[src/verilog/dro_cfg_pkg.sv]
package dro_cfg_pkg;

	// ----------------------------------------
	// Channels and input conditioning
	// ----------------------------------------
	localparam int NUM_CH          = 4;
	localparam int CH_BITS         = 2;
	localparam int DEBOUNCE_CYCLES = 3;                            // Cycles a new level must hold
	localparam int DEB_BITS        = $clog2(DEBOUNCE_CYCLES + 1);
	localparam int TIMEOUT_BITS    = 16;                           // Zero disables the channel

	// ----------------------------------------
	// Register map
	// ----------------------------------------
	// Address bits [2:1] pick the channel, bit 0 picks the register of its pair
	localparam int   WB_ADR_BITS        = 3;
	localparam logic REG_TIMEOUT        = 1'b0;
	localparam logic REG_MODE           = 1'b1;
	localparam int   MODE_ALWAYS_REPORT = 0;                       // Bit of the mode register

	// ----------------------------------------
	// Channel frame FSM
	// ----------------------------------------
	localparam logic [1:0] DR_IDLE    = 2'd0;
	localparam logic [1:0] DR_CLK_LO  = 2'd1;
	localparam logic [1:0] DR_CLK_HI  = 2'd2;
	localparam logic [1:0] DR_WAIT_HI = 2'd3;                     // Frame broken, wait for idle

endpackage

[src/verilog/dro_report_pkg.sv]
package dro_report_pkg;

	localparam logic [7:0] RPT_TYPE_DRO = 8'd48;
	localparam int         FRAME_BITS_W = 6;                       // Saturates beyond its range

	// ----------------------------------------
	// Report words
	// ----------------------------------------
	typedef struct packed {
		logic [7:0]              rtype;
		logic [7:0]              channel;
		logic [9:0]              reserved;
		logic [FRAME_BITS_W-1:0] nbits;
	} rpt_header_t;

	// First word of a report is a header, the other two are raw payload
	typedef union packed {
		rpt_header_t hdr;
		logic [31:0] raw;
	} rpt_word_u;

	// ----------------------------------------
	// Collector FSM
	// ----------------------------------------
	localparam logic [1:0] COL_SCAN = 2'd0;
	localparam logic [1:0] COL_HDR  = 2'd1;
	localparam logic [1:0] COL_DATA = 2'd2;
	localparam logic [1:0] COL_TIME = 2'd3;                       // Last word of the report

endpackage

[src/verilog/dro_frame_if.sv]
`timescale 1ns/1ps

interface dro_frame_if
	import dro_report_pkg::*;
();

	logic                    valid;
	logic                    ack;                                  // One-cycle pulse
	logic [31:0]             data;
	logic [FRAME_BITS_W-1:0] bits;
	logic [31:0]             start_time;

	// Payload holds still while valid is high
	modport rx (
		output valid,
		output data,
		output bits,
		output start_time,
		input  ack
	);

	modport tx (
		input  valid,
		input  data,
		input  bits,
		input  start_time,
		output ack
	);

endinterface

[src/verilog/dro_channel.sv]
`timescale 1ns/1ps

module dro_channel
	import dro_cfg_pkg::*;
	import dro_report_pkg::*;
(
	input  logic                    clk,
	input  logic                    rst,
	input  logic                    scl,
	input  logic                    sda,
	input  logic [31:0]             systime,
	input  logic [TIMEOUT_BITS-1:0] timeout,
	input  logic                    always_report,
	dro_frame_if.rx                 frame
);

	// Bit 0 carries the scale clock, bit 1 the data line
	logic [1:0]              meta;
	logic [1:0]              sync;
	logic [1:0]              deb;
	logic [DEB_BITS-1:0]     deb_cnt [2];
	logic                    deb_clk;
	logic                    deb_dat;

	logic [1:0]              state;
	logic [TIMEOUT_BITS-1:0] tmo_cnt;
	logic [31:0]             shift;
	logic [FRAME_BITS_W-1:0] bit_cnt;
	logic [31:0]             t_start;
	logic [31:0]             prev_data;
	logic [FRAME_BITS_W-1:0] prev_bits;
	logic                    enabled;
	logic                    expired;
	logic                    pending;
	logic                    changed;

	// ----------------------------------------
	// Synchroniser and debouncers
	// ----------------------------------------
	always_ff @(posedge clk) begin
		if (rst) begin
			meta    <= '0;
			sync    <= '0;
			deb     <= '0;
			deb_cnt <= '{default: '0};
		end else begin
			meta <= {sda, scl};
			sync <= meta;
			for (int i = 0; i < 2; i++) begin
				if (sync[i] == deb[i]) begin
					deb_cnt[i] <= '0;                          // Glitch over, start again
				end else if (deb_cnt[i] == DEB_BITS'(DEBOUNCE_CYCLES - 1)) begin
					deb[i]     <= sync[i];
					deb_cnt[i] <= '0;
				end else begin
					deb_cnt[i] <= deb_cnt[i] + 1'b1;
				end
			end
		end
	end

	assign deb_clk = deb[0];
	assign deb_dat = deb[1];

	assign enabled = timeout != '0;
	assign expired = tmo_cnt == TIMEOUT_BITS'(1);
	assign pending = frame.valid && !frame.ack;                    // Unreported frame still held
	assign changed = (shift != prev_data) || (bit_cnt != prev_bits);

	// ----------------------------------------
	// Frame FSM
	// ----------------------------------------
	always_ff @(posedge clk) begin
		if (rst) begin
			state       <= DR_IDLE;
			tmo_cnt     <= '0;
			frame.valid <= 1'b0;
			prev_data   <= '1;                                     // First frame always differs
			prev_bits   <= '0;
		end else begin
			if (tmo_cnt != '0)
				tmo_cnt <= tmo_cnt - 1'b1;
			if (frame.ack)
				frame.valid <= 1'b0;
			if (!enabled) begin
				state   <= DR_IDLE;
				tmo_cnt <= '0;
			end else begin
				case (state)
					DR_IDLE: begin
						if (!deb_clk) begin
							t_start <= systime;
							shift   <= '0;
							bit_cnt <= '0;
							tmo_cnt <= timeout;
							state   <= DR_CLK_LO;
						end
					end
					DR_CLK_LO: begin
						if (deb_clk) begin
							shift   <= {shift[30:0], deb_dat};
							tmo_cnt <= timeout;
							state   <= DR_CLK_HI;
							if (bit_cnt != '1)
								bit_cnt <= bit_cnt + 1'b1;
						end else if (expired) begin
							state <= DR_WAIT_HI;               // Clock stuck low, drop it
						end
					end
					DR_CLK_HI: begin
						if (!deb_clk) begin
							tmo_cnt <= timeout;
							state   <= DR_CLK_LO;
						end else if (expired) begin
							state <= DR_IDLE;
							if (!pending) begin
								prev_data <= shift;
								prev_bits <= bit_cnt;
								if (changed || always_report) begin
									frame.valid      <= 1'b1;
									frame.data       <= shift;
									frame.bits       <= bit_cnt;
									frame.start_time <= t_start;
								end
							end
						end
					end
					default: begin
						if (deb_clk)
							state <= DR_IDLE;
					end
				endcase
			end
		end
	end

endmodule

[src/verilog/dro_report_collector.sv]
`timescale 1ns/1ps

module dro_report_collector
	import dro_cfg_pkg::*;
	import dro_report_pkg::*;
(
	input  logic        clk,
	input  logic        rst,
	dro_frame_if.tx     frames [NUM_CH],
	output logic [31:0] rpt_data,
	output logic        rpt_valid,
	output logic        rpt_last,
	input  logic        rpt_ready
);

	logic [NUM_CH-1:0]       valid_vec;
	logic [31:0]             data_arr [NUM_CH];
	logic [31:0]             time_arr [NUM_CH];
	logic [FRAME_BITS_W-1:0] bits_arr [NUM_CH];
	logic [1:0]              state;
	logic [CH_BITS-1:0]      sel;
	logic [CH_BITS-1:0]      pick;
	logic                    xfer;
	rpt_word_u               hdr;

	assign rpt_valid = state != COL_SCAN;
	assign rpt_last  = state == COL_TIME;
	assign xfer      = rpt_valid && rpt_ready;

	// Per-channel frame signals gathered into plain arrays
	for (genvar i = 0; i < NUM_CH; i++) begin : g_frame
		assign valid_vec[i]   = frames[i].valid;
		assign data_arr[i]    = frames[i].data;
		assign time_arr[i]    = frames[i].start_time;
		assign bits_arr[i]    = frames[i].bits;
		assign frames[i].ack  = rpt_last && xfer && (sel == CH_BITS'(i));
	end

	// Lowest channel number wins
	always_comb begin
		pick = '0;
		for (int i = NUM_CH - 1; i >= 0; i--) begin
			if (valid_vec[i])
				pick = CH_BITS'(i);
		end
	end

	always_comb begin
		hdr.hdr.rtype    = RPT_TYPE_DRO;
		hdr.hdr.channel  = 8'(pick);
		hdr.hdr.reserved = '0;
		hdr.hdr.nbits    = bits_arr[pick];
	end

	// ----------------------------------------
	// Three-word report sequencer
	// ----------------------------------------
	always_ff @(posedge clk) begin
		if (rst) begin
			state <= COL_SCAN;
			sel   <= '0;
		end else begin
			case (state)
				COL_SCAN: begin
					if (|valid_vec) begin
						sel      <= pick;
						rpt_data <= hdr.raw;
						state    <= COL_HDR;
					end
				end
				COL_HDR: begin
					if (rpt_ready) begin
						rpt_data <= data_arr[sel];
						state    <= COL_DATA;
					end
				end
				COL_DATA: begin
					if (rpt_ready) begin
						rpt_data <= time_arr[sel];
						state    <= COL_TIME;
					end
				end
				default: begin
					if (rpt_ready)
						state <= COL_SCAN;                     // Channel sees its ack now
				end
			endcase
		end
	end

endmodule

[src/verilog/dro_top.sv]
`timescale 1ns/1ps

module dro_top
	import dro_cfg_pkg::*;
(
	input  logic                   clk,
	input  logic                   rst,
	input  logic                   wb_cyc,
	input  logic                   wb_stb,
	input  logic                   wb_we,
	input  logic [WB_ADR_BITS-1:0] wb_adr,
	input  logic [31:0]            wb_dat_w,
	output logic [31:0]            wb_dat_r,
	output logic                   wb_ack,
	input  logic [NUM_CH-1:0]      dro_clk,
	input  logic [NUM_CH-1:0]      dro_do,
	input  logic [31:0]            systime,
	output logic [31:0]            rpt_data,
	output logic                   rpt_valid,
	output logic                   rpt_last,
	input  logic                   rpt_ready
);

	logic [NUM_CH-1:0][TIMEOUT_BITS-1:0] timeout;
	logic [NUM_CH-1:0]                   always_report;

	dro_frame_if frame_bus [NUM_CH] ();

	dro_wb_regs regs_inst (
		.clk           (clk),
		.rst           (rst),
		.wb_cyc        (wb_cyc),
		.wb_stb        (wb_stb),
		.wb_we         (wb_we),
		.wb_adr        (wb_adr),
		.wb_dat_w      (wb_dat_w),
		.wb_dat_r      (wb_dat_r),
		.wb_ack        (wb_ack),
		.timeout       (timeout),
		.always_report (always_report)
	);

	// One receiver per scale
	for (genvar g = 0; g < NUM_CH; g++) begin : g_ch
		dro_channel channel_inst (
			.clk           (clk),
			.rst           (rst),
			.scl           (dro_clk[g]),
			.sda           (dro_do[g]),
			.systime       (systime),
			.timeout       (timeout[g]),
			.always_report (always_report[g]),
			.frame         (frame_bus[g])
		);
	end

	dro_report_collector collector_inst (
		.clk       (clk),
		.rst       (rst),
		.frames    (frame_bus),
		.rpt_data  (rpt_data),
		.rpt_valid (rpt_valid),
		.rpt_last  (rpt_last),
		.rpt_ready (rpt_ready)
	);

endmodule

[src/verilog/dro_wb_regs.sv]
`timescale 1ns/1ps

module dro_wb_regs
	import dro_cfg_pkg::*;
(
	input  logic                                clk,
	input  logic                                rst,
	input  logic                                wb_cyc,
	input  logic                                wb_stb,
	input  logic                                wb_we,
	input  logic [WB_ADR_BITS-1:0]              wb_adr,
	input  logic [31:0]                         wb_dat_w,
	output logic [31:0]                         wb_dat_r,
	output logic                                wb_ack,
	output logic [NUM_CH-1:0][TIMEOUT_BITS-1:0] timeout,
	output logic [NUM_CH-1:0]                   always_report
);

	logic [CH_BITS-1:0] ch;
	logic               reg_sel;
	logic               req;

	assign ch      = wb_adr[WB_ADR_BITS-1:1];
	assign reg_sel = wb_adr[0];
	assign req     = wb_cyc && wb_stb && !wb_ack;                 // Ack low for a cycle in between

	// ----------------------------------------
	// Ack and register writes
	// ----------------------------------------
	always_ff @(posedge clk) begin
		if (rst) begin
			wb_ack        <= 1'b0;
			timeout       <= '0;
			always_report <= '0;
		end else begin
			wb_ack <= req;
			if (req && wb_we) begin
				case (reg_sel)
					REG_TIMEOUT: begin
						timeout[ch] <= wb_dat_w[TIMEOUT_BITS-1:0];
					end
					REG_MODE: begin
						always_report[ch] <= wb_dat_w[MODE_ALWAYS_REPORT];
					end
				endcase
			end
		end
	end

	// Read data lands together with the ack
	always_ff @(posedge clk) begin
		if (req) begin
			case (reg_sel)
				REG_TIMEOUT: begin
					wb_dat_r <= 32'(timeout[ch]);
				end
				REG_MODE: begin
					wb_dat_r                     <= '0;
					wb_dat_r[MODE_ALWAYS_REPORT] <= always_report[ch];
				end
			endcase
		end
	end

endmodule
[config.mk]
export PLATFORM = sky130hd
export DESIGN_NAME = dro_top
export DESIGN_NICKNAME = d
export VERILOG_FILES = /design/src/verilog/dro_cfg_pkg.sv /design/src/verilog/dro_report_pkg.sv /design/src/verilog/dro_frame_if.sv /design/src/verilog/dro_channel.sv /design/src/verilog/dro_report_collector.sv /design/src/verilog/dro_top.sv /design/src/verilog/dro_wb_regs.sv
export SDC_FILE = /design/constraint.sdc
export NUM_CORES = 1
export LEC_CHECK = 0
export ABC_AREA = 1
export BUFFER_PORTS_ARGS = -buffer_cell sky130_fd_sc_hd__buf_4
export CORE_ASPECT_RATIO = 0.75
export CORE_UTILIZATION = 65
export CTS_CLUSTER_SIZE = 12
export DETAILED_ROUTE_END_ITERATION = 16
export MAX_ROUTING_LAYER = met4
export PLACE_DENSITY = 0.83
export SYNTH_ARGS = -nofsm -noshare
export SYNTH_HDL_FRONTEND = slang
export SYNTH_SLANG_ARGS = --single-unit
[constraint.sdc]
create_clock -name clk -period 18.1 [get_ports clk]
set_clock_uncertainty 0.1 [all_clocks]
set_input_delay 5.43 -clock clk [delete_from_list [all_inputs] [get_ports clk]]
set_output_delay 5.43 -clock clk [all_outputs]
set_load 0.02 [all_outputs]
==> impl_metrics.env <==
export IMPL_cts_resized=0
export IMPL_internal_power_mw=3.49
export IMPL_layout_nets=4050
export IMPL_drt_wirelength_per_cell_um=21.5
export IMPL_yosys_warnings=0
export IMPL_syn_to_final_growth_pct=10.6
export IMPL_async_reset_ff_share_pct=0
export IMPL_worstSetupPathType="primary input to flip-flop"
export IMPL_rows=77
export IMPL_swShare_pct=24.6
export IMPL_drc_errors=0
export IMPL_ff2ff_setup_slack_ns=14.33
export IMPL_clk_pin_slew_worst_paths_ns=0.06
export IMPL_fmax_mhz=114
export IMPL_p_per_area_nw_per_um2=106
export IMPL_synth_top_area_cell="edfxtp_1"
export IMPL_ys_seq_area_share_pct=63.3
export IMPL_cp_arrival_ns=8.99
export IMPL_core_area_um2=59500
export IMPL_synth_area_leaders="edfxtp_1 (46%), dfxtp_1 (17%), nand2_1 (6.3%)"
export IMPL_cellLeakagePower_nw=17.8
export IMPL_clockPowerShare_pct=39.2
export IMPL_grt_ovfl_total=0
export IMPL_final_setup_tns_ns=0
export IMPL_min_period_over_period_pct=48.4
export IMPL_synth_area_um2=39600
export IMPL_antenna_found_initial=4
export IMPL_start_util_pct=66.5
export IMPL_htree_num_levels=3
export IMPL_maxCapViolCount=0
export IMPL_layout_commonest_cell="nand2_1"
export IMPL_placed_area_um2=41000
export IMPL_outcome="complete, no violations"
export IMPL_rsz0062_at_grt="false"
export IMPL_yosysUniqueCellTypes=52
export IMPL_finalMaxSlewViolations=0
export IMPL_fp_dieArea_um2=61900
export IMPL_grt_pass1_wl_um=157000
export IMPL_vdd_drop_max_mv=0.0713
export IMPL_drt_wl_total_um=103000
export IMPL_first_iter_violations=4213
export IMPL_avgSynthCellArea_um2=10.3
export IMPL_synth_flop_cell="edfxtp_1"
export IMPL_place_ws_ns=8.78
export IMPL_synth_top_area_share_pct=46.1
export IMPL_avgViaCountPerCell=6.03
export IMPL_hpwl_um=67700
export IMPL_clock_sinks=949
export IMPL_grt_usage_pct=34.4
export IMPL_cts_buffers_inserted=92
export IMPL_gp_congestion=0.974
export IMPL_cts_tree="built"
export IMPL_p_comb_share_pct=8.4
export IMPL_drive_gt1_share_pct=10.1
export IMPL_design_area_um2=43800
export IMPL_cp_end_kind="flip-flop"
export IMPL_final_cell_mix="nand2_1 (662), edfxtp_1 (608), inv_1 (461)"
export IMPL_pin_count=148
export IMPL_die_h_um=216
export IMPL_dp_cells=4638
export IMPL_drtPass1Iterations=8
export IMPL_synthCells=3851
export IMPL_hp_class="flip-flop to flip-flop"
export IMPL_synth_edff_count=608
export IMPL_n_fill_cell=3928
export IMPL_stdcell_count=4810
export IMPL_port_buffers=115
export IMPL_crit_required_ns=18.32
export IMPL_power_mw=4.62
export IMPL_synth_seq_cells=949
export IMPL_setup_viol=0
export IMPL_worstMarginPinSlew_ns=1.13
export IMPL_finalHoldViolCount=0
export IMPL_clk_latency_ns=0.66
export IMPL_start_kind="primary input"
export IMPL_grt_pass1_vias=27000
export IMPL_p_sw_mw=1.14
export IMPL_worst_slack_ns=9.34
export IMPL_cts_root_buf="clkbuf_16"
export IMPL_p_seq_share_pct=52.4
export IMPL_ctsHoldBuffers=0
export IMPL_die_x_um=287
export IMPL_relSlewSlack_pct=24.3
export IMPL_clk_path_buf_depth=3
export IMPL_worstPathMaxFanout=122
export IMPL_antenna_left=0
export IMPL_num_vias=29000
export IMPL_min_period_ns=8.76
export IMPL_grt_max_degree=123
export IMPL_post_cts_buffers=0
-- flip-flops by register name (all words and copies together) (netlist names), 4 cells and up --
register                            count
g_ch.channel_inst.meta                  8
g_ch.channel_inst.bit_cnt              24
regs_inst.wb_dat_r                     16
g_ch.channel_inst.shift               128
g_ch.channel_inst.tmo_cnt              64
g_ch.channel_inst.t_start             128
g_ch.channel_inst.frame.bits           24
g_ch.channel_inst.prev_bits            24
g_ch.channel_inst.frame.start_time    128
g_ch.channel_inst.state                 8
g_ch.channel_inst.prev_data           128
g_ch.channel_inst.deb                   8
g_ch.channel_inst.frame.valid           4
g_ch.channel_inst.deb_cnt              16
regs_inst.always_report                 4
g_ch.channel_inst.frame.data          128
collector_inst.rpt_data                32
g_ch.channel_inst.sync                  8
regs_inst.timeout                      64
-- logic make-up (layout without fill, tap and decap cells) --
logic type	Yosys count	count (layout)	synth area share (%)
flops	949	949	63.3
fa+ha+maj	27	27	0.853
simple gates	1346	1346	14.1
buf+inv	636	787	6.64
other cells	1	19	0.00947
compound gates	831	831	13.8
xor+xnor	61	61	1.35
-- final timing paths --
check | start | to | cells after the start
worst max register to register | collector_inst.sel[1] | g_ch[2].channel_inst.frame.start_time[18] | 8
worst min register to register | g_ch[1].channel_inst.meta[1] | g_ch[1].channel_inst.sync[1] | 2
worst max-delay path | rst | g_ch[1].channel_inst.bit_cnt[4] | 7
worst min-delay path | g_ch[1].channel_inst.meta[1] | g_ch[1].channel_inst.sync[1] | 2
-- worst max-delay path, cell delays in order --
cell and delay (ns):
buf_4 0.29, inv_8 0.59, buf_4 0.77, nand2_1 0.62, a21oi_4 0.25, buf_4 0.47, o31a_1 0.43
-- routing by layer --
| layer | part of all wire [%] | up-vias | routed length [µm] | track usage, % |
|---|---|---|---|---|
| li1 | - | 13300 | - | - |
| met1 | 40 | 13700 | 41800 | 49.0 |
| met2 | 44 | 1802 | 45300 | 48.6 |
| met3 | 12 | 235 | 12800 | 7.58 |
| met4 | 3.5 | 0 | 3660 | 12.3 |
| met5 | 0 | - | 0 | - |
-- synthesized netlist by cell type (3+ instances only) --
cell type / n
o211ai_1: 71
nand2_1: 662
a21oi_1: 254
nor2_2: 12
nor2_4: 4
xnor2_1: 20
and2_1: 7
nor3_1: 33
o21a_1: 22
a221oi_1: 15
a22oi_1: 112
inv_2: 7
o21bai_1: 12
edfxtp_1: 608
o21ai_1: 3
o21ai_0: 212
buf_1: 12
ha_1: 27
nand3_2: 3
or2_2: 17
o211ai_2: 79
clkbuf_1: 85
dfxtp_1: 341
o2111ai_1: 3
buf_4: 19
xor2_1: 41
o22ai_1: 20
buf_6: 18
a31oi_1: 14
nand3_1: 84
inv_1: 464
nor2_1: 442
a211oi_1: 3
buf_2: 29
nand2_2: 6
nand3b_1: 10
nand4_1: 58
-- final cells by class --
| type | count | area, µm² | area share [%] |
|---|---|---|---|
| multi-input combinational | 2281 | 12100 | 27.6 |
| timing repair buffer | 145 | 1090 | 2.48 |
| clock buffer | 155 | 2640 | 6.03 |
| sequential | 949 | 25100 | 57.3 |
| antenna | 3 | 7.51 | 0.0171 |
| inverter | 473 | 1780 | 4.07 |
| clock inverter | 14 | 143 | 0.326 |
| tap | 790 | 988 | 2.26 |
-- power by group through the flow --
stage,logic [mW],clock network (mW),registers [mW]
2_1_floorplan,0.203,0,2.48
3_3_place_gp,0.366,0,2.46
3_5_place_dp,0.375,0,2.47
4_1_cts,0.381,1.81,2.42
5_1_grt,0.416,1.90,2.43
6_report,0.390,1.81,2.42
-- through the flow --
step,utilization (%),hold slack [ns]
4_1_cts,73.6,0.301
2_1_floorplan,-,0.288
3_5_place_dp,68.9,0.293
5_1_grt,73.6,0.305
3_3_place_gp,68.9,0.289
6_report,73.6,0.301
Note: power is estimated with default switching activity, not from simulation.
